--- src/draw_consts.svh ---
`ifndef DRAW_CONSTS_SVH
`define DRAW_CONSTS_SVH

// Screen geometry, portrait panel.
`define SCREEN_W     480
`define SCREEN_H     800
`define FB_PIXELS    384000   // SCREEN_W * SCREEN_H.

// Memory port widths.
`define ADDR_W       24       // Bank + row + column.
`define PIX_W        16       // RGB565.
`define COORD_W      10

// Glyph bitmaps, 32x32, column major, 4 bytes per column.
`define GLYPH_DIM    32
`define GLYPH_COUNT  8
`define FONT_ADDR_W  10       // 8 glyphs * 128 bytes.

// Sample ring sits right above the framebuffer.
`define SAMPLE_BASE  384000
`define SAMPLE_DEPTH 600

`define COLOR_BLACK  16'h0000

`endif

--- src/draw_pkg.sv ---
`default_nettype none
`include "draw_consts.svh"

package draw_pkg;

  // Drawing commands.
  typedef enum logic [2:0] {
    OP_CLEAR  = 3'd0,  // Fill the whole framebuffer.
    OP_HLINE  = 3'd1,
    OP_VLINE  = 3'd2,
    OP_GLYPH  = 3'd3,  // 32x32 bitmap from font RAM.
    OP_SAMPLE = 3'd4   // One value into the sample ring.
  } draw_op_e;

  typedef enum logic [1:0] {
    SP_IDLE,
    SP_ISSUE,  // Pixel on the bus, waiting for ack.
    SP_WAIT    // Gap cycle after ack.
  } span_state_e;

  typedef enum logic [1:0] {
    GL_IDLE,
    GL_FETCH,  // Font byte read.
    GL_ISSUE,
    GL_WAIT
  } glyph_state_e;

  typedef logic [`ADDR_W-1:0] addr_t;
  typedef logic [`PIX_W-1:0]  pixel_t;

endpackage

`default_nettype wire

--- src/cmd_regs.sv ---
`timescale 1ns/1ps
`default_nettype none
`include "draw_consts.svh"

module cmd_regs (
  input  wire logic                           clk,
  input  wire logic                           rst_n,
  input  wire logic                           start,
  input  wire draw_pkg::draw_op_e             cmd,
  input  wire logic [`COORD_W-1:0]            x,
  input  wire logic [`COORD_W-1:0]            y,
  input  wire logic [`COORD_W-1:0]            len,
  input  wire draw_pkg::pixel_t               color,
  input  wire logic [$clog2(`GLYPH_COUNT)-1:0] glyph,
  input  wire logic                           span_fin,
  input  wire logic                           glyph_fin,
  output logic                                done,
  output logic                                go_span,
  output logic                                go_glyph,
  output draw_pkg::addr_t                     span_base,
  output draw_pkg::addr_t                     span_step,
  output logic [`ADDR_W-1:0]                  span_count,
  output draw_pkg::pixel_t                    span_color,
  output draw_pkg::addr_t                     glyph_base,
  output logic [$clog2(`GLYPH_COUNT)-1:0]     glyph_sel,
  output draw_pkg::pixel_t                    glyph_color
);

  logic                              busy;
  logic [$clog2(`SAMPLE_DEPTH)-1:0]  smp_ptr;   // Ring write pointer.
  draw_pkg::addr_t                   lin_addr;
  logic                              is_span;
  logic                              is_glyph;
  logic                              accept;

  // Linear address of (x,y), row major.
  assign lin_addr = draw_pkg::addr_t'(y) * draw_pkg::addr_t'(`SCREEN_W)
                  + draw_pkg::addr_t'(x);

  always_comb begin
    is_span  = 1'b0;
    is_glyph = 1'b0;
    case (cmd)
      draw_pkg::OP_CLEAR,
      draw_pkg::OP_HLINE,
      draw_pkg::OP_VLINE,
      draw_pkg::OP_SAMPLE: is_span  = 1'b1;
      draw_pkg::OP_GLYPH:  is_glyph = 1'b1;
      default: ;                             // Unknown opcode, dropped.
    endcase
  end

  assign accept = start && !busy && (is_span || is_glyph);  // Start while busy ignored.

  always_ff @(posedge clk or negedge rst_n) begin
    if (!rst_n) begin
      busy     <= 1'b0;
      done     <= 1'b0;
      go_span  <= 1'b0;
      go_glyph <= 1'b0;
      smp_ptr  <= '0;
    end else begin
      go_span  <= accept && is_span;
      go_glyph <= accept && is_glyph;
      done     <= span_fin || glyph_fin;      // One cycle after finish.
      if (accept) begin
        busy <= 1'b1;
      end else if (span_fin || glyph_fin) begin
        busy <= 1'b0;                         // Drops with done.
      end
      // Ring pointer moves once per accepted sample.
      if (accept && cmd == draw_pkg::OP_SAMPLE) begin
        if (smp_ptr == `SAMPLE_DEPTH - 1) smp_ptr <= '0;
        else                              smp_ptr <= smp_ptr + 1'b1;
      end
    end
  end

  ////////////////////////////////////////////////////////////////////////////
  // Command fields, latched on accept.
  ////////////////////////////////////////////////////////////////////////////
  always_ff @(posedge clk) begin
    if (accept) begin
      span_color  <= color;
      glyph_color <= color;
      glyph_sel   <= glyph;
      glyph_base  <= lin_addr - 1'b1;   // Glyph rows grow toward lower x.
      case (cmd)
        draw_pkg::OP_CLEAR: begin
          span_base  <= '0;
          span_step  <= draw_pkg::addr_t'(1);
          span_count <= `ADDR_W'(`FB_PIXELS);
        end
        draw_pkg::OP_HLINE: begin
          span_base  <= lin_addr;
          span_step  <= draw_pkg::addr_t'(1);
          span_count <= `ADDR_W'(len);
        end
        draw_pkg::OP_VLINE: begin
          span_base  <= lin_addr;
          span_step  <= draw_pkg::addr_t'(`SCREEN_W);  // One row down.
          span_count <= `ADDR_W'(len);
        end
        default: begin                                // Sample write.
          span_base  <= draw_pkg::addr_t'(`SAMPLE_BASE) + draw_pkg::addr_t'(smp_ptr);
          span_step  <= draw_pkg::addr_t'(1);
          span_count <= `ADDR_W'(1);
        end
      endcase
    end
  end

endmodule

`default_nettype wire

--- config.mk ---
export PLATFORM = sky130hd
export DESIGN_NAME = cmd_regs
export DESIGN_NICKNAME = d
export VERILOG_FILES = /design/src/draw_pkg.sv /design/src/cmd_regs.sv
export VERILOG_INCLUDE_DIRS = /design/src /design/src/src
export SDC_FILE = /design/constraint.sdc
export NUM_CORES = 1
export LEC_CHECK = 0
export BUFFER_PORTS_ARGS = -buffer_cell sky130_fd_sc_hd__buf_2
export CORE_MARGIN = 3
export CORE_UTILIZATION = 28
export DETAILED_ROUTE_END_ITERATION = 7
export GPL_ROUTABILITY_DRIVEN = 0
export GPL_TIMING_DRIVEN = 0
export PLACE_DENSITY = 0.52
export SYNTH_ARGS = -nofsm -noshare
export SYNTH_HDL_FRONTEND = slang
export SYNTH_SLANG_ARGS = --single-unit
--- constraint.sdc ---
create_clock -name clk -period 2.6 [get_ports clk]
set_input_delay 0.52 -clock clk [delete_from_list [all_inputs] [get_ports clk]]
set_output_delay 0.52 -clock clk [all_outputs]
set_load 0.02 [all_outputs]
==> flow_summary.json <==
{
  "cp-start-kind": "primary input",
  "drtIter0Drc": 142,
  "setup_ws_ns": -1.57,
  "ys_types": 70,
  "port_buffers": 160,
  "fin_crit_sh_pct": 161,
  "start_util_pct": 29.1,
  "routedWlPerCell_um": 14.0,
  "gr-total-overflow": 0,
  "maxCapViolCount": 0,
  "grt_max_degree": 75,
  "mostFrequentLayoutCell": "buf_2",
  "path_buf_inv": 4,
  "place_ws_ns": -2.12,
  "first_global_vias": 4166,
  "rrSetupSlack_ns": 0.61,
  "die_y_um": 146,
  "synth_top_area_share_pct": 39.7,
  "power_density_nw_per_um2": 818,
  "ys_ff_latch": 87,
  "grt_pass1_wl_um": 21600,
  "reg2reg_depth": 6,
  "syn_inst": 494,
  "switchingPower_mw": 2.42,
  "reg2reg_to": "smp_ptr[6]",
  "crit_path_end": "glyph_base[18]",
  "setup_violations": 25,
  "core_sq_um": 19000,
  "vias": 4318,
  "ctsHoldBuffers": 0,
  "max_stage_delay_ns": 0.56,
  "synth-edff-count": 73,
  "die_area_sq_um": 21500,
  "p_int_mw": 4.00,
  "critical_path_depth": 16,
  "rsz0062_at_grt": "yes",
  "grt_util_all_layers_pct": 12.5,
  "diodes": 0,
  "dr.pass1.iters": 4,
  "end_kind": "flop",
  "rows": 50,
  "routed_via_density": 4.32,
  "clock_path_buffers": 2,
  "status": "finished with violations",
  "antenna_found_initial": 0,
  "drt_wl_total_um": 14000,
  "synthMuxAreaShare_pct": 0.385,
  "swShare_pct": 37.7,
  "synth_compound_area_share_pct": 10.1,
  "p_leak_nw": 3.49,
  "fmax_mhz": 240,
  "period_needed_ns": 4.17,
  "power_mw": 6.42,
  "detail-route-antenna-nets": 0,
  "yosysTopAreaCell": "edfxtp_1",
  "synth_ff_type": "edfxtp_1",
  "synth_top_family_by_area": "simple AND/OR/NAND/NOR gates",
  "slew_headroom_pct": 36.7,
  "async_flop_share_pct": 16.1,
  "cts_root_buffer": "clkbuf_16",
  "cts_tree": "yes",
  "dieWidth_um": 146,
  "clk_latency_ns": 0.33,
  "path_class": "primary input to flop",
  "crit_chain": "buf_8 -> fa_1 -> inv_1 -> fa_1 -> fa_2 -> inv_2 -> ha_4 -> o21ai_1 -> o21bai_1 -> a21oi_2 -> nor3_4 -> buf_6 -> nand3_4 -> or4_4 -> and2_4 -> xor2_1",
  "layout_common_cells": "buf_2 (157), buf_4 (89), edfxtp_1 (73), inv_1 (38), conb_1 (30)",
  "synth-simple-area-share_pct": 14.1,
  "dp_hpwl_um": 10900,
  "cp-startpoint": "y[1]",
  "critPathTopFamily": "adder cells",
  "arrival_ns": 4.25,
  "clock-sinks": 87,
  "nets": 834,
  "crit_path_top_delay_cell": "fa_2",
  "fin_skew_ns": 0.00461,
  "io_pins": 191,
  "syn2layout_area_growth_pct": 42.1,
  "sequentialPowerShare_pct": 28.0,
  "p_clk_share_pct": 17.7,
  "cpMostUsedCell": "fa_1",
  "p_comb_share_pct": 54.3,
  "numCtsBuffers": 9,
  "ys.warnings.count": 0,
  "syn-mean-instance-area_sq_um": 11.2,
  "r2r-start": "busy",
  "peakVddDrop_uv": 360,
  "holdWs_ns": 0.105,
  "htreeDepth": 3,
  "min_path_type": "primary input to asynchronous set/reset pin",
  "synth_adder_area_share_pct": 12.0,
  "synth-seq-area-share_pct": 46.0,
  "drive_above_1_share_pct": 48.6,
  "hold_viol_final": 0,
  "drc": 0,
  "crit_required_ns": 2.67,
  "post_synth_xor_area_fraction_pct": 5.86,
  "ys_top_cells_by_area": "edfxtp_1 (40%), buf_4 (7.9%), fa_1 (6.5%)",
  "violations": "negative setup slack",
  "tightest_slew_ns": 0.950,
  "path_max_fanout": 3,
  "slew_violations": 0,
  "cts.reportedPaths.clkPinSlew_ns": 0.06,
  "syn_area_sq_um": 5530
}
[logic make-up (layout without fill, tap and decap cells)]
kind of cell,after synthesis,in the layout
AOI/OAI and AO/OA,72,72
xor gates and xnor gates,37,37
adders and majority gates,42,42
buffers and inverters,112,329
DFF,87,87
muxes,2,2
other,1,30
and+or+nand+nor,141,141
[state kept, by name, summed over array words and instances (netlist names)]
signal / count
done: 1
glyph_color: 16
go_span: 1
glyph_base: 21
span_count: 11
smp_ptr: 10
go_glyph: 1
busy: 1
glyph_sel: 3
span_step: 2
span_base: 20
[cell usage after synthesis, types with 2 or more instances]
master	instances
ha_1	24
nand3_1	22
o211ai_1	4
and3_1	3
nor4_1	2
a211oi_1	2
nor3b_1	2
inv_1	45
clkbuf_1	8
nor3_1	4
xor2_1	16
nor2_1	25
xnor2_1	21
and2_1	12
a21oi_1	16
nand2b_1	3
fa_1	18
a21o_1	5
dfrtp_1	14
o21bai_1	2
nand4_1	10
buf_4	58
or3_1	5
nor2b_1	5
o31a_1	3
o31ai_1	2
nand3b_1	2
edfxtp_1	73
or2_2	2
o21a_1	3
nand2_1	31
o21ai_0	14
[timing repair]
item | in CTS | in global routing
resized for setup | 48 | 49
pin swaps | 29 | 29
buffers inserted | 24 | 17
hold endpoints to repair | 0 | 0
setup endpoints to repair | 25 | 25
[worst min-delay path by stage]
stage	from	to	slack, ns
2_1_floorplan	rst_n	busy	0.22
3_3_place_gp	rst_n	busy	0.45
3_5_place_dp	rst_n	busy	0.46
4_1_cts	rst_n	done	0.1
5_1_grt	rst_n	smp_ptr[9]	0.11
6_report	rst_n	busy	0.11
[area by class of cell]
cell class / count / area [sq um]
Multi-Input combinational cell: 324 / 2910
Sequential cell: 87 / 2540
Clock inverter: 3 / 20.0
Fill cell: 1854 / 11200
Tap cell: 260 / 325
Inverter: 46 / 184
Buffer: 66 / 465
Clock buffer: 13 / 240
Timing Repair Buffer: 201 / 1170
[layer usage]
layer  up-vias  share of wire, %  GRT usage, %
met5         -                 0             0
met4         0               1.2          3.67
met3        11               7.0          3.20
met2       168                49          21.6
met1      2021                43          15.3
li1       2118                 -             -
[power by group through the flow]
stage	logic, mW	clock network (mW)	registers, mW
final	3.49	1.13	1.80
after global routing	3.78	1.25	1.81
after CTS	2.91	1.18	1.80
after detailed placement	2.40	0	1.83
after global placement	2.36	0	1.83
after floorplan	1.70	0	1.97
[stage by stage]
step                      area [sq um]  utilization, %  cells  setup TNS, ns
after floorplan                   5710               -    523         -29.14
after global placement            6840            36.0    943         -43.13
after detailed placement          6840            36.0    943         -40.78
after CTS                         7480            39.3    983         -27.94
after global routing              7850            41.3   1000         -30.50
final                             7850            41.3   1000         -28.35
Note: power is estimated with default switching activity, not from simulation.
