**config.mk**
```make
export PLATFORM = sky130hd
export DESIGN_NAME = span_engine_flat
export DESIGN_NICKNAME = d
export VERILOG_FILES = /design/src/draw_pkg.sv /design/src/pix_if.sv /design/src/span_engine.sv /design/src/flat_wrapper.sv
export VERILOG_INCLUDE_DIRS = /design/src /design/src/src
export SDC_FILE = /design/constraint.sdc
export NUM_CORES = 1
export LEC_CHECK = 0
export BUFFER_PORTS_ARGS = -buffer_cell sky130_fd_sc_hd__clkbuf_2
export CORE_MARGIN = 10
export CORE_UTILIZATION = 55
export CTS_BUF_LIST = sky130_fd_sc_hd__clkbuf_16
export DETAILED_ROUTE_END_ITERATION = 16
export GPL_TIMING_DRIVEN = 1
export PLACE_DENSITY = 0.94
export SYNTH_ARGS = -nofsm -noshare
export SYNTH_HDL_FRONTEND = slang
export SYNTH_SLANG_ARGS = --single-unit
```
**constraint.sdc**
```tcl
create_clock -name clk -period 5.03 [get_ports clk]
set_input_delay 1.006 -clock clk [delete_from_list [all_inputs] [get_ports clk]]
set_output_delay 1.006 -clock clk [all_outputs]
set_load 0.05 [all_outputs]
```
**src/draw_consts.svh**
```systemverilog
`ifndef DRAW_CONSTS_SVH
`define DRAW_CONSTS_SVH

// Screen geometry, portrait panel.
`define SCREEN_W     480
`define SCREEN_H     800
`define FB_PIXELS    384000   // SCREEN_W * SCREEN_H.

// Memory port widths.
`define ADDR_W       24       // Bank + row + column.
`define PIX_W        16       // RGB565.
`define COORD_W      10

// Glyph bitmaps, 32x32, column major, 4 bytes per column.
`define GLYPH_DIM    32
`define GLYPH_COUNT  8
`define FONT_ADDR_W  10       // 8 glyphs * 128 bytes.

// Sample ring sits right above the framebuffer.
`define SAMPLE_BASE  384000
`define SAMPLE_DEPTH 600

`define COLOR_BLACK  16'h0000

`endif

```
**src/draw_pkg.sv**
```systemverilog
`default_nettype none
`include "draw_consts.svh"

package draw_pkg;

  // Drawing commands.
  typedef enum logic [2:0] {
    OP_CLEAR  = 3'd0,  // Fill the whole framebuffer.
    OP_HLINE  = 3'd1,
    OP_VLINE  = 3'd2,
    OP_GLYPH  = 3'd3,  // 32x32 bitmap from font RAM.
    OP_SAMPLE = 3'd4   // One value into the sample ring.
  } draw_op_e;

  typedef enum logic [1:0] {
    SP_IDLE,
    SP_ISSUE,  // Pixel on the bus, waiting for ack.
    SP_WAIT    // Gap cycle after ack.
  } span_state_e;

  typedef enum logic [1:0] {
    GL_IDLE,
    GL_FETCH,  // Font byte read.
    GL_ISSUE,
    GL_WAIT
  } glyph_state_e;

  typedef logic [`ADDR_W-1:0] addr_t;
  typedef logic [`PIX_W-1:0]  pixel_t;

endpackage

`default_nettype wire

```
**src/pix_if.sv**
```systemverilog
`timescale 1ns/1ps
`default_nettype none

// One pixel request from a draw engine to the memory writer.
interface pix_if;

  logic            valid;  // Held until ack.
  draw_pkg::addr_t addr;
  draw_pkg::pixel_t data;
  logic            ack;    // Single cycle.

  modport src (
    output valid,
    output addr,
    output data,
    input  ack
  );

  modport dst (
    input  valid,
    input  addr,
    input  data,
    output ack
  );

endinterface

`default_nettype wire

```
**src/span_engine.sv**
```systemverilog
`timescale 1ns/1ps
`default_nettype none
`include "draw_consts.svh"

// Strided run of same-color pixels: clear, lines, sample write.
module span_engine (
  input  wire logic              clk,
  input  wire logic              rst_n,
  input  wire logic              go,
  input  wire draw_pkg::addr_t   base,
  input  wire draw_pkg::addr_t   step,
  input  wire logic [`ADDR_W-1:0] count,
  input  wire draw_pkg::pixel_t  color,
  output logic                   fin,
  pix_if.src                     pix
);

  draw_pkg::span_state_e state;
  draw_pkg::addr_t       addr;     // Address accumulator.
  logic [`ADDR_W-1:0]    remain;   // Pixels left, current one included.
  logic                  last;

  assign last = (remain == `ADDR_W'(1));

  // Request straight from state and accumulator.
  assign pix.valid = (state == draw_pkg::SP_ISSUE);
  assign pix.addr  = addr;
  assign pix.data  = color;       // Stable while the command runs.

  assign fin = pix.valid && pix.ack && last;   // Ack of the final pixel.

  always_ff @(posedge clk or negedge rst_n) begin
    if (!rst_n) begin
      state  <= draw_pkg::SP_IDLE;
      addr   <= '0;
      remain <= '0;
    end else begin
      case (state)
        draw_pkg::SP_IDLE: begin
          if (go) begin
            addr   <= base;
            remain <= count;
            state  <= draw_pkg::SP_ISSUE;
          end
        end
        draw_pkg::SP_ISSUE: begin
          if (pix.ack) begin
            if (last) begin
              state <= draw_pkg::SP_IDLE;           // Run complete.
            end else begin
              addr   <= addr + step;                // Next pixel.
              remain <= remain - 1'b1;
              state  <= draw_pkg::SP_WAIT;
            end
          end
        end
        draw_pkg::SP_WAIT: begin
          // Valid low one cycle so the writer never re-takes a pixel.
          state <= draw_pkg::SP_ISSUE;
        end
        default: state <= draw_pkg::SP_IDLE;
      endcase
    end
  end

endmodule

`default_nettype wire

```
**src/flat_wrapper.sv**
```systemverilog
// flat-port wrapper written by rule: the top's interface ports become plain ports
module span_engine_flat 
  (clk, rst_n, go, base, step, count, color, fin, pix_valid, pix_addr, pix_data, pix_ack);
  pix_if pix_i ();
  input  wire logic clk;
  input  wire logic rst_n;
  input  wire logic go;
  input  wire draw_pkg::addr_t base;
  input  wire draw_pkg::addr_t step;
  input  wire logic [`ADDR_W-1:0] count;
  input  wire draw_pkg::pixel_t color;
  output logic fin;
  output wire logic [$bits(pix_i.valid)-1:0] pix_valid;
  output wire logic [$bits(pix_i.addr)-1:0] pix_addr;
  output wire logic [$bits(pix_i.data)-1:0] pix_data;
  input wire logic [$bits(pix_i.ack)-1:0] pix_ack;
  assign pix_valid = pix_i.valid;
  assign pix_addr = pix_i.addr;
  assign pix_data = pix_i.data;
  assign pix_i.ack = pix_ack;
  span_engine u_core (.clk(clk), .rst_n(rst_n), .go(go), .base(base), .step(step), .count(count), .color(color), .fin(fin), .pix(pix_i));
endmodule
```
==> results.yml, run 1 <==
run_status:
  outcome: "completed"
global_routing:
  grt_pass1_wl_um: 19400
  grt_pass1_vias: 4121
  grt_overflow_total: 0
  grt_max_degree: 53
  grt_usage: 0.207
  grt_antenna_before_repair: 0
cts:
  path_clk_slew_ns: 0.08
  post-cts-setup-buffers: 0
  cts_buffer_depth: 2
  htreeDepth: 2
  cts.repair.resized: 0
  cts_buffers: 5
  cts_hold_buffers: 0
  cts.sinks: 50
  clk_latency_ns: 0.30
  cts_root_buf: "clkbuf_16"
  cts_tree: "done"
sta:
  period_share: 0.746
  rsz0062_at_grt: "no"
  slew_headroom: 0.352
  hold_viol_final: 0
  period_needed_ns: 3.75
  slew_violations: 0
  setup_violations: 0
  fin_skew_ns: 0.00785
  finalSetupTns_ns: 0
  worstMarginPinSlew_ns: 0.963
  fmax_ghz: 0.267
synth:
  syn_area_per_cell_um2: 7.84
  synth_cell_types: 50
  synthFlopType: "dfrtp_1"
  synthCells: 501
  yosys-top-cells-count: "a21oi_1, o21ai_0, nand2_1"
  yosys-top-cells-area: "dfrtp_1, a21oi_1, ha_1, o21ai_0, nand2_1"
  synth_seq_cells: 50
  synth_nets: 619
  yosys_warnings: 0
  synth_top_area_cell: "dfrtp_1"
  synthesis.area_um2: 3930
  synth-async-reset-ratio: 1.00
  synth.most_common_cell: "a21oi_1"
  synth_top_area_share: 0.319
  ys_seq_area_frac: 0.319
  synth_edf_count: 0
power:
  power_leakage_nw: 2.05
  power_density_nw_per_um2: 744
  ir_drop_mv: 0.396
die:
  num_rows: 30
  core_um2: 6870
  initial_core_util: 0.572
  die_width_um: 105
  fp.dieH_um: 105
  io_pins: 134
  die_area_um2: 10900
placed_design:
  dp_hpwl_um: 8780
  post-place-cells: 661
  io_buffer_count: 101
  gp_congestion: 0.944
run:
  maxCapViolCount: 0
critical_path:
  rr_endpoint: "u_core.remain[0]"
  crit_arrival_ns: 2.74
  reg2reg_from: "u_core.remain[6]"
  rr_worst_depth: 8
  crit_type: "reg2out"
  critPathLaunchType: "register"
  endpoint_kind: "output pin"
  crit_required_ns: 4.02
  cp_max_fo: 7
  ff2ff_setup_slack_ns: 1.61
final_layout:
  fin_nets: 690
  synthToLayoutAreaGrowth_pct: 14.8
  fillers: 608
  drive_gt1_frac: 0.216
  diodes: 0
  final_cells: 669
drt:
  firstDrtPassIters: 5
  num_vias: 4127
  drt_iter0_drc: 219
  drc: 0
  ant_nets: 0
  viasPerCell: 6.17
  wl_per_cell_um: 17.6
  drt-total-wl_um: 11800
min_path:
  worstHoldEndpoint: "u_core.remain[23]"
  worstHoldPathCells: 2
  holdCritStartpoint: "u_core.remain[23]"
  hp-class: "reg2reg"
[sequential cells by signal, indices dropped and copies added (netlist names)]
signal	flops
u_core.pix.addr	24
u_core.remain	24
u_core.state	2
[layout make-up]
cell class | instances | area (um^2) | share of cell area
flip-flops and latches | 50 | 1250 | 0.277
clock inverters | 3 | 28.8 | 0.00638
inverters | 10 | 37.5 | 0.00832
multi-input cells | 400 | 2410 | 0.535
well taps | 96 | 120 | 0.0266
clock buffers | 5 | 125 | 0.0277
repair buffers | 105 | 536 | 0.119
[routing by layer]
layer / share of wire / vias to the layer above / GRT usage
met5: 0 / - / 0
met4: 0.015 / 0 / 0.0616
met3: 0.090 / 24 / 0.0595
met2: 0.48 / 210 / 0.343
met1: 0.41 / 1933 / 0.253
li1: - / 1960 / -
[report_power, final]
group	internal (W)	total, W	leakage, nW	switching, W
logic	0.000730	0.00218	1.40	0.00145
registers	0.000607	0.000805	0.583	0.000199
clock network	0.000191	0.000366	0.0763	0.000174
[placed cells by master (no fill, tap or decap), types with 7 or more instances in the layout]
| cell | Yosys | layout |
|---|---|---|
| dfrtp_1 | 50 | 50 |
| nor2_1 | 41 | 41 |
| a22oi_1 | 8 | 8 |
| o21ai_0 | 59 | 59 |
| a21o_1 | 9 | 9 |
| ha_1 | 25 | 25 |
| inv_1 | 10 | 10 |
| nand2_1 | 54 | 54 |
| xnor2_1 | 10 | 10 |
| nand3_1 | 19 | 19 |
| nor3_1 | 14 | 14 |
| a31oi_1 | 7 | 7 |
| clkbuf_2 | 0 | 101 |
| nor2b_1 | 7 | 7 |
| a21oi_1 | 69 | 69 |
[cell families after synthesis]
group | synth area share
compound gates | 0.280
simple gates | 0.197
flops | 0.319
buf+inv | 0.0691
mux | 0.0153
xor+xnor | 0.0357
fa+ha+maj | 0.0847
[stage by stage]
step	setup WS [ns]	area, um^2	hold WS, ns	total power, W	utilization
final	1.28	4510	0.491	0.00336	0.656
after global routing	1.11	4510	0.540	0.00363	0.656
after CTS	1.33	4510	0.493	0.00334	0.656
after detailed placement	1.46	4360	0.475	0.00296	0.634
after global placement	1.55	4360	0.468	0.00286	0.634
after floorplan	1.51	3930	0.448	0.00250	-
[worst max path at each step]
stage / startpoint / to / cells after the start / slack [ns]
2_1_floorplan: u_core.remain[15] / fin / 5 / 1.51
3_3_place_gp: step[0] / u_core.pix.addr[22] / 12 / 1.55
3_5_place_dp: step[0] / u_core.pix.addr[22] / 12 / 1.46
4_1_cts: u_core.remain[6] / fin / 5 / 1.33
5_1_grt: u_core.remain[6] / fin / 5 / 1.11
6_report: u_core.remain[6] / fin / 5 / 1.28
[critical path: stages, from the launching register on]
cell and delay [ns]:
dfrtp_1 0.42, nor4_1 0.83, nand2_1 0.17, or3_1 0.57, nor2_1 0.16, clkbuf_2 0.30
Power figures use the tool's default switching activity.
==> run 2, diff against run 1 <==
- ABC_AREA: unset -> 1
- CORE_UTILIZATION: 55 -> 54
- PLACE_DENSITY: 0.94 -> 0.9
- clock period: 5.03 -> 3.9 ns (I/O delays scaled with it)
==> results.yml, run 2 <==
run_status:
  outcome: "completed"
global_routing:
  grtUsageMet1: 0.257
  grt_antenna_before_repair: 0
  grt.busiest_layer: "met2"
  met2_usage: 0.353
  grt_overflow_total: 0
  grt_usage: 0.207
  met3_usage: 0.0404
  grt_pass1_vias: 5000
  grt_pass1_wl_um: 22800
  grt_max_degree: 53
cts:
  cts_root_buf: "clkbuf_16"
  htreeDepth: 2
  clk_latency_ns: 0.30
  cts_hold_buffers: 0
  cts_buffers: 5
  cts.sinks: 50
  path_clk_slew_ns: 0.08
  cts_buffer_depth: 2
  post-cts-setup-buffers: 0
  cts_tree: "done"
  cts.repair.resized: 0
critical_path:
  cp_top_family: "simple AND/OR/NAND/NOR gates"
  crit_arrival_ns: 1.96
  worst-path-buf-inv: 1
  critPathMaxStageDelay_ns: 0.57
  critPathLaunchType: "register"
  crit_chain: "nor2_4, nand4_2, nor2_1, clkbuf_2"
  cp_max_fo: 30
  crit_type: "reg2out"
  crit_required_ns: 3.12
  critPathSlowestCell: "nor2_4"
  endpoint_kind: "output pin"
drt:
  firstDrtPassIters: 5
  viasPerCell: 5.27
  drt_iter0_drc: 353
  wl_per_cell_um: 13.9
  drt-total-wl_um: 13700
  drc: 0
  ant_nets: 0
  num_vias: 5214
die:
  die_area_um2: 13100
  io_pins: 134
  fp.dieH_um: 115
  num_rows: 34
  die_width_um: 115
  core_um2: 8720
  initial_core_util: 0.555
final_layout:
  fillers: 829
  final_cell_mix: "nand2_1, nor2_1, inv_1, clkbuf_2, nand3_1"
  synthToLayoutAreaGrowth_pct: 11.8
  drive_gt1_frac: 0.153
  final_util: 0.620
  fin_nets: 998
  layout_commonest_cell: "nand2_1"
  diodes: 0
  top_regs: "u_core.pix.addr: 24 flops, u_core.remain: 24 flops, u_core.state: 2 flops"
synth:
  synth_nets: 923
  ys_seq_area_frac: 0.259
  synth_top_area_cell: "dfrtp_1"
  synthFlopType: "dfrtp_1"
  yosys-top-cells-area: "dfrtp_1, nand2_1, nor2_1, inv_1, ha_1"
  synth_top_area_share: 0.259
  synthCells: 805
  synth-async-reset-ratio: 1.00
  syn_area_per_cell_um2: 6.01
  synthesis.area_um2: 4840
  synth_cell_types: 38
  synth_edf_count: 0
  synth_seq_cells: 50
  yosys-top-cells-count: "nand2_1, nor2_1, inv_1"
  yosys_warnings: 0
  synth.most_common_cell: "nand2_1"
placed_design:
  io_buffer_count: 101
  gp_congestion: 0.914
  dp_hpwl_um: 10800
  pre_cts_ws_ns: 1.31
power:
  power_leakage_nw: 3.04
  fin_total_pwr_w: 0.00480
  power_density_nw_per_um2: 887
  ir_drop_mv: 0.595
sta:
  period_share: 0.702
  layout_setup_ws_ns: 1.16
  rsz0062_at_grt: "no"
  worstMarginPinSlew_ns: 0.950
  period_needed_ns: 2.74
  slew_violations: 0
  slew_headroom: 0.366
  setup_violations: 0
  finalSetupTns_ns: 0
  fmax_ghz: 0.365
  hold_viol_final: 0
  fin_skew_ns: 0.0125
run:
  maxCapViolCount: 0
min_path:
  hp-class: "reg2reg"
## run 2: cell count changes after synthesis, moves of 9 or more
cell / previous run / this run
inv_1: 10 / 107
a21oi_1: 69 / 22
o21ai_1: 1 / 10
nand2_1: 54 / 284
nor2_1: 41 / 108
nand3_1: 19 / 56
nor3_1: 14 / 2
o21ai_0: 59 / 29
## run 2: layout make-up
class | instances | area [um^2] | area share
timing repair buffer | 103 | 520 | 0.0962
multi-input combinational | 609 | 2940 | 0.543
tap | 108 | 135 | 0.0250
inverter | 111 | 419 | 0.0775
clock inverter | 3 | 18.8 | 0.00347
sequential | 50 | 1250 | 0.231
clock buffer | 5 | 125 | 0.0231
## run 2: kinds of logic after synthesis
kind of cell	synth area share
AOI/OAI and AO/OA	0.103
buffers and inverters	0.134
and+or+nand+nor	0.418
xor gates and xnor gates	0.0181
DFF	0.259
adders and majority gates	0.0688
## run 2: worst reg2reg max path, stage by stage, from the launching register on
cell	delay [ns]
dfrtp_1	0.42
nor2_4	0.57
nand4_2	0.25
nand2_4	0.49
inv_4	0.34
o211ai_1	0.20
nand2_1	0.08
## run 2: metrics by stage
stage	area (um^2)	instances	hold WS, ns
detailed placement	5270	981	0.502
CTS	5410	989	0.520
floorplan	4840	805	0.465
finish	5410	989	0.522
global route	5410	989	0.550
global placement	5270	981	0.485
## run 2: final timing paths
path                                     start             endpoint  slack (ns)  depth (start not counted)
hold reg to reg            u_core.pix.addr[10]  u_core.pix.addr[10]        0.52                          2
setup / recovery               u_core.state[1]                  fin        1.16                          4
min in group asynchronous                rst_n   u_core.pix.addr[5]        0.61                          1
hold / removal             u_core.pix.addr[10]  u_core.pix.addr[10]        0.52                          2
setup reg to reg               u_core.state[1]    u_core.remain[22]        1.44                          6
max in group asynchronous                rst_n     u_core.remain[6]        2.49                          2
## run 2: power breakdown
group | switching [W] | total, W | internal (W) | leakage [nW]
Sequential | 0.000285 | 0.00108 | 0.000791 | 0.594
Combinational | 0.00228 | 0.00327 | 0.000994 | 2.37
Clock | 0.000212 | 0.000450 | 0.000239 | 0.0740
Total | 0.00277 | 0.00480 | 0.00202 | 3.04
## run 2: metal layers
layer / vias to the layer above / wire, um / share of wire
met4: 0 / 286 / 0.021
li1: 2671 / - / -
met5: - / 0 / 0
met2: 173 / 6700 / 0.49
met3: 26 / 885 / 0.064
met1: 2344 / 5870 / 0.43
