[config.mk]
export PLATFORM = sky130hd
export DESIGN_NAME = pixel_writer_flat
export DESIGN_NICKNAME = d
export VERILOG_FILES = /design/src/draw_pkg.sv /design/src/pix_if.sv /design/src/pixel_writer.sv /design/src/flat_wrapper.sv
export VERILOG_INCLUDE_DIRS = /design/src /design/src/src
export SDC_FILE = /design/constraint.sdc
export NUM_CORES = 1
export LEC_CHECK = 0
export ABC_CLOCK_PERIOD_IN_PS = 2310
export BUFFER_PORTS_ARGS = -buffer_cell sky130_fd_sc_hd__buf_4
export CORE_AREA = 2 2 69 85
export CTS_CLUSTER_DIAMETER = 80
export DETAILED_ROUTE_END_ITERATION = 7
export DIE_AREA = 0 0 71 87
export GPL_TIMING_DRIVEN = 0
export PLACE_DENSITY = 0.74
export SLEW_MARGIN = 20
export SYNTH_ARGS = -nofsm -noshare
export SYNTH_HDL_FRONTEND = slang
export SYNTH_SLANG_ARGS = --single-unit
[constraint.sdc]
create_clock -name clk -period 2.31 [get_ports clk]
set_input_delay 0.1155 -clock clk [delete_from_list [all_inputs] [get_ports clk]]
set_output_delay 0.1155 -clock clk [all_outputs]
set_load 0.02 [all_outputs]
[src/draw_consts.svh]
`ifndef DRAW_CONSTS_SVH
`define DRAW_CONSTS_SVH

// Screen geometry, portrait panel.
`define SCREEN_W     480
`define SCREEN_H     800
`define FB_PIXELS    384000   // SCREEN_W * SCREEN_H.

// Memory port widths.
`define ADDR_W       24       // Bank + row + column.
`define PIX_W        16       // RGB565.
`define COORD_W      10

// Glyph bitmaps, 32x32, column major, 4 bytes per column.
`define GLYPH_DIM    32
`define GLYPH_COUNT  8
`define FONT_ADDR_W  10       // 8 glyphs * 128 bytes.

// Sample ring sits right above the framebuffer.
`define SAMPLE_BASE  384000
`define SAMPLE_DEPTH 600

`define COLOR_BLACK  16'h0000

`endif

[src/draw_pkg.sv]
`default_nettype none
`include "draw_consts.svh"

package draw_pkg;

  // Drawing commands.
  typedef enum logic [2:0] {
    OP_CLEAR  = 3'd0,  // Fill the whole framebuffer.
    OP_HLINE  = 3'd1,
    OP_VLINE  = 3'd2,
    OP_GLYPH  = 3'd3,  // 32x32 bitmap from font RAM.
    OP_SAMPLE = 3'd4   // One value into the sample ring.
  } draw_op_e;

  typedef enum logic [1:0] {
    SP_IDLE,
    SP_ISSUE,  // Pixel on the bus, waiting for ack.
    SP_WAIT    // Gap cycle after ack.
  } span_state_e;

  typedef enum logic [1:0] {
    GL_IDLE,
    GL_FETCH,  // Font byte read.
    GL_ISSUE,
    GL_WAIT
  } glyph_state_e;

  typedef logic [`ADDR_W-1:0] addr_t;
  typedef logic [`PIX_W-1:0]  pixel_t;

endpackage

`default_nettype wire

[src/pix_if.sv]
`timescale 1ns/1ps
`default_nettype none

// One pixel request from a draw engine to the memory writer.
interface pix_if;

  logic            valid;  // Held until ack.
  draw_pkg::addr_t addr;
  draw_pkg::pixel_t data;
  logic            ack;    // Single cycle.

  modport src (
    output valid,
    output addr,
    output data,
    input  ack
  );

  modport dst (
    input  valid,
    input  addr,
    input  data,
    output ack
  );

endinterface

`default_nettype wire

[src/pixel_writer.sv]
`timescale 1ns/1ps
`default_nettype none

// Memory write port, one pixel in flight.
module pixel_writer (
  input  wire logic        clk,
  input  wire logic        rst_n,
  input  wire logic        wr_done,
  output logic             wr_req,
  output draw_pkg::addr_t  wr_addr,
  output draw_pkg::pixel_t wr_data,
  pix_if.dst               span_pix,
  pix_if.dst               glyph_pix
);

  logic from_glyph;   // Owner of the pixel in flight.
  logic take;
  logic fire;

  // Only one engine runs at a time.
  assign take = !wr_req && (span_pix.valid || glyph_pix.valid);
  assign fire = wr_req && wr_done;           // Memory accepted the write.

  assign span_pix.ack  = fire && !from_glyph;
  assign glyph_pix.ack = fire && from_glyph;

  always_ff @(posedge clk or negedge rst_n) begin
    if (!rst_n) begin
      wr_req     <= 1'b0;
      from_glyph <= 1'b0;
    end else if (take) begin
      wr_req     <= 1'b1;                    // Held until wr_done.
      from_glyph <= !span_pix.valid;
    end else if (fire) begin
      wr_req <= 1'b0;
    end
  end

  always_ff @(posedge clk) begin
    if (take) begin
      wr_addr <= span_pix.valid ? span_pix.addr : glyph_pix.addr;
      wr_data <= span_pix.valid ? span_pix.data : glyph_pix.data;
    end
  end

endmodule

`default_nettype wire

[src/flat_wrapper.sv]
// flat-port wrapper written by rule: the top's interface ports become plain ports
module pixel_writer_flat 
  (clk, rst_n, wr_done, wr_req, wr_addr, wr_data, span_pix_valid, span_pix_addr, span_pix_data, span_pix_ack, glyph_pix_valid, glyph_pix_addr, glyph_pix_data, glyph_pix_ack);
  pix_if span_pix_i ();
  pix_if glyph_pix_i ();
  input  wire logic clk;
  input  wire logic rst_n;
  input  wire logic wr_done;
  output logic wr_req;
  output draw_pkg::addr_t wr_addr;
  output draw_pkg::pixel_t wr_data;
  input wire logic [$bits(span_pix_i.valid)-1:0] span_pix_valid;
  input wire logic [$bits(span_pix_i.addr)-1:0] span_pix_addr;
  input wire logic [$bits(span_pix_i.data)-1:0] span_pix_data;
  output wire logic [$bits(span_pix_i.ack)-1:0] span_pix_ack;
  input wire logic [$bits(glyph_pix_i.valid)-1:0] glyph_pix_valid;
  input wire logic [$bits(glyph_pix_i.addr)-1:0] glyph_pix_addr;
  input wire logic [$bits(glyph_pix_i.data)-1:0] glyph_pix_data;
  output wire logic [$bits(glyph_pix_i.ack)-1:0] glyph_pix_ack;
  assign span_pix_i.valid = span_pix_valid;
  assign span_pix_i.addr = span_pix_addr;
  assign span_pix_i.data = span_pix_data;
  assign span_pix_ack = span_pix_i.ack;
  assign glyph_pix_i.valid = glyph_pix_valid;
  assign glyph_pix_i.addr = glyph_pix_addr;
  assign glyph_pix_i.data = glyph_pix_data;
  assign glyph_pix_ack = glyph_pix_i.ack;
  pixel_writer u_core (.clk(clk), .rst_n(rst_n), .wr_done(wr_done), .wr_req(wr_req), .wr_addr(wr_addr), .wr_data(wr_data), .span_pix(span_pix_i), .glyph_pix(glyph_pix_i));
endmodule
==> results of run 1 <==
[per-layer routing]
layer	wire, um	vias up	GRT usage (%)
met5	0	-	0
met2	2861	51	31.01
met3	215	6	3.472
met4	65	0	5.146
met1	1411	629	13.20
li1	-	637	-
[layout make-up]
type | instances | area (um^2)
Buffer | 5 | 91.34
Clock buffer | 7 | 86.33
Clock inverter | 1 | 5.005
Fill cell | 446 | 2297
Inverter | 1 | 3.754
Multi-Input combinational cell | 48 | 644.4
Sequential cell | 42 | 1251
Tap cell | 64 | 80.08
Timing Repair Buffer | 128 | 983.4
[worst paths after layout]
path / cells past startpoint / slack [ns] / end
setup reg to reg: 2 / 0.76 / u_core.wr_data[10]
min in group asynchronous: 2 / 0.15 / u_core.wr_req
hold / removal: 3 / 0.12 / u_core.wr_req
setup / recovery: 2 / 0.76 / u_core.wr_data[10]
hold reg to reg: 1 / 0.60 / u_core.from_glyph
max in group asynchronous: 2 / 2.07 / u_core.from_glyph
[logic make-up after synthesis]
group | share of synthesized area (%)
AND/OR/NAND/NOR | 1.388
AO/OA/AOI/OAI | 0.8204
flip-flops | 63.09
multiplexers | 29.91
buffers and inverters | 4.795
[critical path: cells and delay by family (launching register included)]
| family | cells | cell delay [ns] |
|---|---|---|
| and+or+nand+nor | 1 | 0.56 |
| DFF | 1 | 0.46 |
| buffers and inverters | 1 | 0.24 |
[through the flow]
step | hold WS, ns | worst slack (ns)
global route | 0.1048 | 0.6497
global placement | -0.1026 | -0.03488
CTS | 0.1126 | 0.7182
detailed placement | -0.09679 | 0.7253
floorplan | -0.1801 | 0.3191
finish | 0.1247 | 0.7577
[cells in the final DEF (no fill, tap or decap), drive strengths merged]
cell         count
clkbuf           7
and3             1
dlygate4sd3      1
nor2             3
nand2            1
inv              1
nor2b            1
mux2            40
a2bb2oi          1
dfrtp            2
edfxtp          40
clkinv           1
buf            132
a21boi           1
[power by group]
part | switching [uW] | total [uW] | internal, uW
clock network | 236 | 477 | 241
registers | 22.0 | 936 | 915
logic | 188 | 457 | 270
[registers in the layout, indices dropped and copies added (netlist names)]
| register | count |
|---|---|
| u_core.wr_data | 16 |
| u_core.wr_req | 1 |
| u_core.wr_addr | 24 |
| u_core.from_glyph | 1 |
==> summary by stage, run 1 <==
Layout
After the last flow step, the layout net total stands at 316. The end-of-flow core utilization is 57.79%. The finished layout holds 296 standard cells, fillers aside. The fraction of final layout cells with drive strength greater than 1 is 77.59%. The area growth from synthesis to final layout is 58.61%. Once layout is done, the placed cells without fillers occupy 0.003146 mm^2. The number of antenna cells inserted is 0.

Synthesis
The mapped netlist covers 0.001983 mm^2. The number of flip-flops and latches in the synthesized netlist is 42. The top flip-flop cell by instance count after synthesis is sky130_fd_sc_hd__edfxtp_1. By count the netlist is led by sky130_fd_sc_hd__edfxtp_1, sky130_fd_sc_hd__mux2_4, sky130_fd_sc_hd__buf_12, sky130_fd_sc_hd__nor2_1. For this run, the number of Yosys warnings is 0. The fraction of registers with async set or reset after synthesis is 4.762%.

The portion of the post-synthesis area used by sequential elements is 63.09%. By area the synthesized netlist is led by sky130_fd_sc_hd__edfxtp_1, sky130_fd_sc_hd__mux2_4, sky130_fd_sc_hd__buf_12. sky130_fd_sc_hd__edfxtp_1 takes more of the synthesized area than any other cell.

Dividing the synthesized area by the synthesized cell count gives 20.66 um^2. By instance count, the leading cell after synthesis is sky130_fd_sc_hd__edfxtp_1. The instance count of the mapped netlist is 96. In this run the biggest area consumer among cell types represents 60.57% of the synthesized area. The number of flops mapped to enable cells by yosys is 40.

The number of nets in the synthesized netlist is 181. The number of distinct library cell variants in the gate-level netlist after synthesis is 13.

Timing
The max-slew violation total from the final report came to 0. Setup repair after global routing left no endpoint under its margin. Adding up every negative setup slack in the final design gives 0 ns. Across the routed clock network, the largest skew measured is 0.004481 ns. The number of setup violations in the final report is 0. The final cycle utilization of the critical path is 67.20%.

The upper clock frequency limit is 644.2 MHz. The worst slew margin relative to its limit is 55.85%. The number of failing hold endpoints at the final stage is 0. The worst path in the final design needs a cycle of 1.552 ns, including I/O delays and setup. At the pin with the least slew margin, the transition time is 0.6608 ns.

Worst setup path
The slowest stage of the critical path is the sky130_fd_sc_hd__nor2_4 cell. The origin of the worst setup path is u_core.wr_req. The worst stage delay on the critical path is 0.56 ns. Traced cell by cell, the critical path runs through nor2_4 > buf_16. The category of the worst setup path launch point is a register. The worst setup path is captured at a register. Data arrives at the worst endpoint at 1.55 ns. The worst endpoint required time is 2.31 ns. In this run the critical register-to-register path is launched from u_core.wr_req.

The worst setup path is of the reg2reg kind. In this run the worst path has a maximum fanout of 21.

Placement
In this run the cell area measured after placement is 0.003044 mm^2. After detailed placement, the design holds a cell count of 287. The count of buffers added on input and output ports is 126.

The total half-perimeter wirelength after legalization and detailed placement is 3.699 mm. The congestion estimate from routability-driven global placement came to 0.6824.

Detailed routing
The wire length per cell after detailed routing is 15.39 um. In the routed design, unresolved DRC markers number 0. Summing over every cut layer, the via total after detailed routing is 1,323. The count of nets left with antenna violations once routing finished came out at 0.

The number of vias per cell after detailed routing is 4.470. Wires add up to 4.555 mm. The first routing iteration left 25 violations.

For this run, the detailed router's first-pass iteration total came to 4.

Clock network
The number of gates resized after CTS was 0. The clock reaches the later pin of the worst-skew pair after 0.29 ns. The number of buffers created by CTS is 5. TritonCTS built the clock tree. The H-tree depth is 2. The clock root buffer master is sky130_fd_sc_hd__clkbuf_8. Buffers inserted to repair hold after CTS numbered 1. In this run the post-CTS setup repair buffer count came out at 0.

After clock tree synthesis, the clock-pin slew on the worst setup and hold paths is 0.08 ns. For this design, the sink count on the clock tree is 42. The number of buffers on the longest clock path is 2.

Outcome
The flow ran to the end, and the final reports show no timing, DRC or antenna violations.

Floorplan
128 I/O pins were placed. The die outline area is 0.006177 mm^2. The initial core utilization is 36.44%. The floorplan has 30 rows.

The width of the die is 71 um. The die is 87 um tall. The floorplan core area is 0.005443 mm^2.

Global routing
Entering global routing, the biggest net connects 22 pins. The initial antenna violation count is 0. The number of global-route vias before repair came to 1,422. The total overflow reported by the global router is 0. The wire length of the first global-routing pass is 6.768 mm. The global-route usage over all layers is 14.75%.

Pwr
The total power density per cell area is 594.6 mW/mm^2. For this design the static power due to leakage is 0.001464 uW. The total power draw is 1870 uW. The maximum vdd drop is 306.9 uV.

Hold path
The tightest min-delay check is of the in2reg type. The critical hold path startpoint is wr_done.

Flow run
The max capacitance violation total is 0.
Note: power is estimated with default switching activity, not from simulation.
==> run 2, diff against run 1 <==
ABC_AREA = 1   (was unset)
ABC_CLOCK_PERIOD_IN_PS = 1590   (was 2310)
CORE_AREA = 2 2 65 80   (was 2 2 69 85)
DIE_AREA = 0 0 67 82   (was 0 0 71 87)
PLACE_DENSITY = 0.77   (was 0.74)
clock period = 1.59 ns   (was 2.31 ns; I/O delays follow)
==> run 2 against run 1 <==
  * Design area decreased by 4.4%
  * Via count grew 28%
  * Highest routed layer unchanged
  * Sequential cell count is the same
  * Combinational power is 95% higher
==> summary by stage, run 2 <==
Outcome
The flow ran to the end, and the final reports show no timing, DRC or antenna violations.

Synthesis
The portion of netlist area occupied by mux cells is 0% (-30 points). The average cell area after synthesis was 10.24 um^2 (-50%). The number of flip-flops and latches in the synthesized netlist was 42 (unchanged). The number of distinct library cell variants in the gate-level netlist after synthesis is 13 (unchanged).

The cell taking the most area after synthesis is sky130_fd_sc_hd__edfxtp_1. The portion of the post-synthesis area used by sequential elements is 66.76% (+3.7 points). By area, the combinational part of the netlist is dominated by simple AND/OR/NAND/NOR gates. The complex-gate fraction of the synthesized area is 0.7343% (-0.086 points). In the post-synthesis netlist, the biggest area contributors are sky130_fd_sc_hd__edfxtp_1, sky130_fd_sc_hd__nand2_1, sky130_fd_sc_hd__nand2_2.

The instance count of the mapped netlist is 183 (+91%). The share of the synthesized area in the top cell type is 64.09% (+3.5 points). The xor/xnor cell area share of the yosys netlist is 0% (unchanged). The count of warnings emitted by yosys is 0 (unchanged). The simple-gate area share of the yosys netlist was 26.64% (+25 points). The post-synthesis instance area was 0.001874 mm^2 (-5.5%). Among all cell types in the netlist, the one instantiated most often is sky130_fd_sc_hd__nand2_1. The fraction of registers with async set or reset after synthesis is 4.762% (unchanged). The number of flops mapped to enable cells by yosys is 40 (unchanged). The adder-cell area share of the yosys netlist was 0% (unchanged). The commonest cells after synthesis are sky130_fd_sc_hd__nand2_1, sky130_fd_sc_hd__edfxtp_1, sky130_fd_sc_hd__nand2_2, sky130_fd_sc_hd__buf_4, sky130_fd_sc_hd__buf_6. The synthesized netlist net count was 268 (+48%). For this run, the leading register cell type out of synthesis is sky130_fd_sc_hd__edfxtp_1.

Floorplan
The die outline area is 0.005494 mm^2 (-11%). The die height is 82 um (-5.7%). The count of boundary I/O pins was 128 (unchanged). The initial core utilization is 39.34% (+2.9 points). The floorplan core area came to 0.004765 mm^2 (-12%). The width of the die is 67 um (-5.6%). The number of core rows is 28 (-6.7%).

Layout
The filler-free cell count of the finished design was 380 (+28%). The most common cell after layout, fill and taps aside is sky130_fd_sc_hd__buf_4. In the layout the commonest cells are sky130_fd_sc_hd__buf_4, sky130_fd_sc_hd__nand2_1, sky130_fd_sc_hd__edfxtp_1.

The fraction of final layout cells with drive strength greater than 1 is 48.44% (-29 points). The largest registers in the layout are u_core.wr_addr x24, u_core.wr_data x16. The number of flip-flops in the largest register was 24 (unchanged). The final-stage net count is 404 (+28%). From synthesis to final layout, the design area changed by 60.48%.

The area of the multi-input gates is 513.0 um^2 (-20%). The number of antenna cells inserted is 0 (unchanged). The number of inserted filler cells in the final layout is 429 (-3.8%).

The combined flip-flop and latch cell area came to 0.001252 mm^2 (about the same). The post-route cell area came to 0.003008 mm^2 (-4.4%). The register with the most flip-flops is u_core.wr_addr.

Placement
The routability congestion estimate from global placement was 0.7180 (+5.2%). The post-place setup slack is -0.2066 ns (-0.9319 ns). The total instance count after detailed placement was 369 (+29%). The number of buffer cells added on primary ports came to 126 (unchanged). The instance area after placement is 0.002900 mm^2 (-4.7%). The total half-perimeter wirelength after legalization and detailed placement came to 3.481 mm (-5.9%).

Clock network
The clock transition at the registers of the reported paths was 0.07 ns (about the same). The clock insertion delay at the later pin of the skew report came to 0.28 ns (about the same). TritonCTS built the clock tree. The number of buffers created by CTS is 5 (unchanged). The H-tree depth is 2 (unchanged). The number of buffers on the longest clock path is 2 (unchanged). The number of setup buffers added after CTS is 0 (unchanged). The clock root buffer master is sky130_fd_sc_hd__clkbuf_8. The clock net sink count is 42 (unchanged).

Global routing
The initial antenna violation count is 0 (unchanged). The global-route usage over all layers is 17.03% (+2.3 points). The wire length of the first global-routing pass is 6.906 mm (+2.0%). The largest net degree at the start of global routing came to 21 (-4.5%).

The total overflow reported by the global router is 0 (unchanged). The number of global-route vias before repair is 1,564 (+10%).

Worst setup path
The worst setup path is captured at a register. The critical path buffer and inverter count is 2 (+1). In this design, the largest share of critical-path delay is due to buffers and inverters. The worst endpoint required time is 1.49 ns (-0.82 ns). The highest net fanout along the worst path is 20 (-4.8%). The arrival time at the worst endpoint is 1.37 ns (-0.18 ns). The worst stage delay on the critical path was 0.48 ns (-0.08 ns).

The signal on the critical path passes through inv_1 > o21ai_2 > clkinvlp_4. The worst setup path is of the reg2reg kind. The category of the worst setup path launch point is a register. The largest individual stage delay along the critical path comes from the cell sky130_fd_sc_hd__clkinvlp_4.

Pwr
The switching component of the power is 870.7 uW (+96%). The logic gate share of total power is 29.5% (+5.1 points). The leakage power was 0.001503 uW (+2.6%).

The total power density per cell area is 1004 mW/mm^2 (+69%). The maximum vdd drop came to 655.0 uV (+110%). The internal power consumption came to 2150 uW (+51%). The share of power burned in the clock network is 21.1% (-4.4 points). The switching power share of the total is 28.82% (+5.0 points). The sequential fraction of design power was 49.4% (-0.7 points).

Timing
The final cycle utilization of the critical path is 92.15% (+25 points). The total negative slack for setup checks is 0 ns (unchanged). The max-slew violation total from the final report is 0 (unchanged). The number of failing hold endpoints at the final stage is 0 (unchanged).

Setup repair after global routing left no endpoint under its margin. The final critical-path required period is 1.465 ns (-0.08714 ns). The slew at the pin closest to its max-slew limit is 0.4429 ns (-0.2179 ns). The upper clock frequency limit is 682.5 MHz (+5.9%). The slack of the critical path is 0.1248 ns (-0.6329 ns). The number of setup violations in the final report came to 0 (unchanged). The worst slew margin relative to its limit was 70.41% (+15 points). The clock skew after layout came to 0.003983 ns (-0.0004979 ns). The post-route worst hold slack was 0.04993 ns (-0.07472 ns).

Detailed routing
The total routed wirelength is 4.530 mm (-0.55%). The remaining antenna violation count came to 0 (unchanged). The number of vias per cell after detailed routing was 4.466 (about the same). The remaining routing DRC violations is 0 (unchanged). The wire length per cell after detailed routing came to 11.92 um (-23%).

The iteration-0 DRC count of the detailed router is 103 (+310%). The total iterations of the first detailed-routing run was 4 (unchanged). The total number of vias came to 1,697 (+28%).

Flow run
The max capacitance violation total is 0 (unchanged).

Hold path
The min-delay analysis places its worst path in the category in2reg.
run 2: kinds of logic (layout without fill, tap and decap cells):
family	count (synthesis)	count (layout)
AOI/OAI and AO/OA	2	2
DFF	42	42
and+or+nand+nor	126	126
buffers and inverters	13	150
run 2: worst paths after layout:
path,start,end,slack (ns),cells past startpoint
setup reg to reg,u_core.wr_req,u_core.wr_addr[8],0.12,3
setup / recovery,u_core.wr_req,u_core.wr_addr[8],0.12,3
min in group asynchronous,rst_n,u_core.wr_req,0.11,2
hold / removal,glyph_pix_valid,u_core.from_glyph,0.05,3
hold reg to reg,u_core.from_glyph,u_core.from_glyph,0.51,2
max in group asynchronous,rst_n,u_core.wr_req,1.39,2
run 2: final cells by class:
type	instances	share of cell area, %
clock buffer	8	2.662
multi-input combinational	128	17.05
buffer	9	2.995
timing repair buffer	128	32.11
sequential	42	41.64
tap	60	2.496
inverter	4	0.7904
timing repair inverter	1	0.2496
run 2: power by group through the flow:
stage	Sequential (uW)	Combinational (uW)	Clock, uW
3_5_place_dp	1520	890	0
2_1_floorplan	1730	221	0
6_report	1490	891	638
3_3_place_gp	1510	876	0
5_1_grt	1510	960	713
4_1_cts	1490	905	666
run 2: tightest hold or removal path: cells and delay by family:
| family | cells | cell delay (ns) |
|---|---|---|
| buffers and inverters | 1 | 0.09 |
| and+or+nand+nor | 2 | 0.13 |
run 2: per-layer routing:
layer / vias to the layer above / GRT usage [%] / wire [um]
met3: 8 / 4.658 / 389
met2: 74 / 30.89 / 2500
met4: 0 / 5.714 / 83
met5: - / 0 / 0
li1: 856 / - / -
met1: 759 / 19.01 / 1557
run 2: metrics by stage:
stage	power, uW	utilization [%]
finish	3021	63.13
global route	3184	63.13
detailed placement	2412	60.87
global placement	2390	60.87
floorplan	1947	-
CTS	3065	63.13
run 2: what timing repair did:
action / CTS / global route
gates resized for setup: 1 / 0
endpoints found under the hold margin: 3 / 0
hold buffers: 2 / 0
endpoints found under the setup margin: 40 / 0
==> run 3, diff against run 2 <==
CORE_AREA = 2 2 50 99   (was 2 2 65 80)
CTS_BUF_LIST = sky130_fd_sc_hd__clkbuf_8   (was unset)
DIE_AREA = 0 0 52 101   (was 0 0 67 82)
MAX_ROUTING_LAYER = met4   (was unset)
PLACE_DENSITY = 0.8   (was 0.77)
==> run 3 against run 2 <==
  * Clock-buffer cell count is 2 lower
  * Clock power is 4.4% higher
  * Worst hold slack better by 0.0027 ns
  * Clock skew is 0.0035 ns higher
  * Via count is 0.24% higher
==> summary by stage, run 3 (synthesized netlist as in run 2, its figures left out) <==
Outcome
The flow ran to the end, and the final reports show no timing, DRC or antenna violations.

Pwr
The total power draw is 3052 uW (+1.0%). The total power density per cell area is 1013 mW/mm^2 (+0.88%). The share of power burned in the clock network was 21.8% (+0.7 points). The internal power consumption is 2182 uW (+1.5%). The maximum vdd drop is 742.5 uV (+13%). The logic gate share of total power is 29.2% (-0.3 points). The switching component of the power came to 870.4 uW (about the same). The leakage power came to 0.001515 uW (+0.86%). The switching power share of the total came to 28.52% (-0.31 points). The sequential fraction of design power came to 49.0% (-0.4 points).

Floorplan
The floorplan core area is 0.004511 mm^2 (-5.3%). The count of boundary I/O pins is 128 (unchanged). The width of the die is 52 um (-22%).

The die height came to 101 um (+23%). The initial core utilization came to 41.55% (+2.2 points). The number of core rows was 35 (+25%). The die outline area was 0.005252 mm^2 (-4.4%).

Timing
The slack of the critical path came to 0.1487 ns (+0.02386 ns). The worst slew margin relative to its limit is 71.02% (+0.60 points). The post-route worst hold slack is 0.05259 ns (+0.002661 ns). The upper clock frequency limit is 693.8 MHz (+1.7%). The final critical-path required period is 1.441 ns (-0.02386 ns). The final cycle utilization of the critical path is 90.65% (-1.5 points).

The slew at the pin closest to its max-slew limit was 0.4338 ns (-0.009048 ns). Setup repair after global routing left no endpoint under its margin. The clock skew after layout came to 0.007436 ns (+0.003452 ns).

The number of failing hold endpoints at the final stage came to 0 (unchanged). The max-slew violation total from the final report is 0 (unchanged). The number of setup violations in the final report was 0 (unchanged).

Clock network
The number of buffers created by CTS is 5 (unchanged). The clock net sink count is 42 (unchanged). The CTS tree is yes. The clock transition at the registers of the reported paths is 0.07 ns (about the same).

The number of setup buffers added after CTS is 0 (unchanged). The clock insertion delay at the later pin of the skew report was 0.28 ns (about the same). The root buffer cell chosen for the clock tree is sky130_fd_sc_hd__clkbuf_8. The number of buffers on the longest clock path came to 2 (unchanged). The H-tree depth is 2 (unchanged).

Layout
The library cell used most frequently in the layout, excluding fill and tap cells, is sky130_fd_sc_hd__buf_4. The end-of-flow core utilization came to 66.80% (+3.7 points). The number of antenna cells inserted is 0 (unchanged).

The fraction of final layout cells with drive strength greater than 1 is 49.06% (+0.62 points). The library cells used most frequently in the layout, excluding fill and tap cells, are sky130_fd_sc_hd__buf_4, sky130_fd_sc_hd__nand2_1, sky130_fd_sc_hd__edfxtp_1. The number of flip-flops in the largest register is 24 (unchanged). In the final layout, the registers with the most flip-flops are u_core.wr_addr x24, u_core.wr_data x16. The register with the most flip-flops is u_core.wr_addr.

The area growth from synthesis to final layout is 60.75%. The final-stage net count is 404 (unchanged).

Global routing
The wire length of the first global-routing pass was 6.913 mm (+0.10%). The total overflow reported by the global router is 0 (unchanged). The largest net degree at the start of global routing is 21 (unchanged). The number of global-route vias before repair is 1,532 (-2.0%). The global-route usage over all layers is 18.43% (+1.4 points). The initial antenna violation count is 0 (unchanged).

Detailed routing
The total number of vias was 1,701 (+0.24%). The remaining routing DRC violations is 0 (unchanged). The total iterations of the first detailed-routing run is 4 (unchanged).

The total routed wirelength came to 4.530 mm (unchanged). The iteration-0 DRC count of the detailed router was 46 (-55%). The wire length per cell after detailed routing is 12.08 um (+1.3%).

The remaining antenna violation count was 0 (unchanged). The number of vias per cell after detailed routing came to 4.536 (+1.6%).

Worst setup path
The category of the most critical setup path is reg2reg. Traced cell by cell, the critical path runs through inv_1 > o21ai_2 > clkinvlp_4. The worst stage delay on the critical path is 0.47 ns (about the same). The worst setup path is captured at a register. The arrival time at the worst endpoint is 1.34 ns (-0.03 ns). The worst endpoint required time was 1.49 ns (about the same).

The category of the worst setup path launch point is a register. The slowest cell on the critical path is sky130_fd_sc_hd__clkinvlp_4. The highest net fanout along the worst path came to 20 (unchanged).

Placement
The number of buffer cells added on primary ports is 126 (unchanged). The total half-perimeter wirelength after legalization and detailed placement came to 3.460 mm (-0.61%). The routability congestion estimate from global placement is 0.7063 (-1.6%).

The post-place setup slack came to -0.1585 ns (+0.04815 ns).

Hold path
The class of the tightest hold or removal check is in2reg.

Flow run
The max capacitance violation total is 0 (unchanged).
==> run 3: cell types whose count changed in the layout (fill, tap and decap cells not counted) <==
cell / change
sky130_fd_sc_hd__clkbuf_8: +1
sky130_fd_sc_hd__clkbuf_1: -3
sky130_fd_sc_hd__inv_1: +1
sky130_fd_sc_hd__clkinv_2: +1
==> run 3: critical path, delay by kind of cell (launching register included) <==
| kind | cells | cell delay [ns] |
|---|---|---|
| AOI/OAI and AO/OA | 1 | 0.14 |
| buffers and inverters | 2 | 0.54 |
| DFF | 1 | 0.37 |
==> run 3: cell type report <==
class	count	area, um^2
timing repair inverter	1	7.507
buffer	9	90.09
clock buffer	6	82.58
timing repair buffer	128	965.9
clock inverter	2	8.758
multi-input combinational	128	513.0
fill	333	1498
inverter	4	23.77
sequential	42	1252
tap	55	68.82
==> run 3: timing repair <==
action,in CTS,in global routing
hold buffers,2,0
gates resized for setup,1,0
hold endpoints to repair,3,0
endpoints found under the setup margin,40,0
==> run 3: power groups by stage <==
stage / registers [uW] / clock network (uW) / logic (uW)
2_1_floorplan: 1730 / 0 / 221
3_3_place_gp: 1520 / 0 / 872
3_5_place_dp: 1520 / 0 / 885
4_1_cts: 1500 / 688 / 901
5_1_grt: 1510 / 733 / 964
6_report: 1500 / 666 / 891
==> run 3: routing by layer <==
metal  share of wire, %  vias up  global-route usage [%]
li1                   -      851                       -
met1                 39      726                   20.26
met2                 46      122                   29.11
met3                 14        2                   8.012
met4               0.68        0                   6.680
met5                  0        -                       -
==> run 3: through the flow <==
stage	cell area [um^2]	instances	TNS [ns]
2_1_floorplan	1879	183	0
3_3_place_gp	2894	364	-4.878
3_5_place_dp	2894	364	-6.297
4_1_cts	3013	375	0
5_1_grt	3013	375	0
6_report	3013	375	0
==> run 3: path summary, 6_finish.rpt <==
| check | slack, ns | startpoint | depth (start not counted) | end |
|---|---|---|---|---|
| max reg2reg | 0.15 | u_core.wr_req | 3 | u_core.wr_addr[8] |
| min | 0.05 | glyph_pix_valid | 3 | u_core.from_glyph |
| max in group asynchronous | 1.35 | rst_n | 2 | u_core.wr_req |
| min reg2reg | 0.52 | u_core.from_glyph | 2 | u_core.from_glyph |
| min in group asynchronous | 0.14 | rst_n | 2 | u_core.from_glyph |
| max | 0.15 | u_core.wr_req | 3 | u_core.wr_addr[8] |
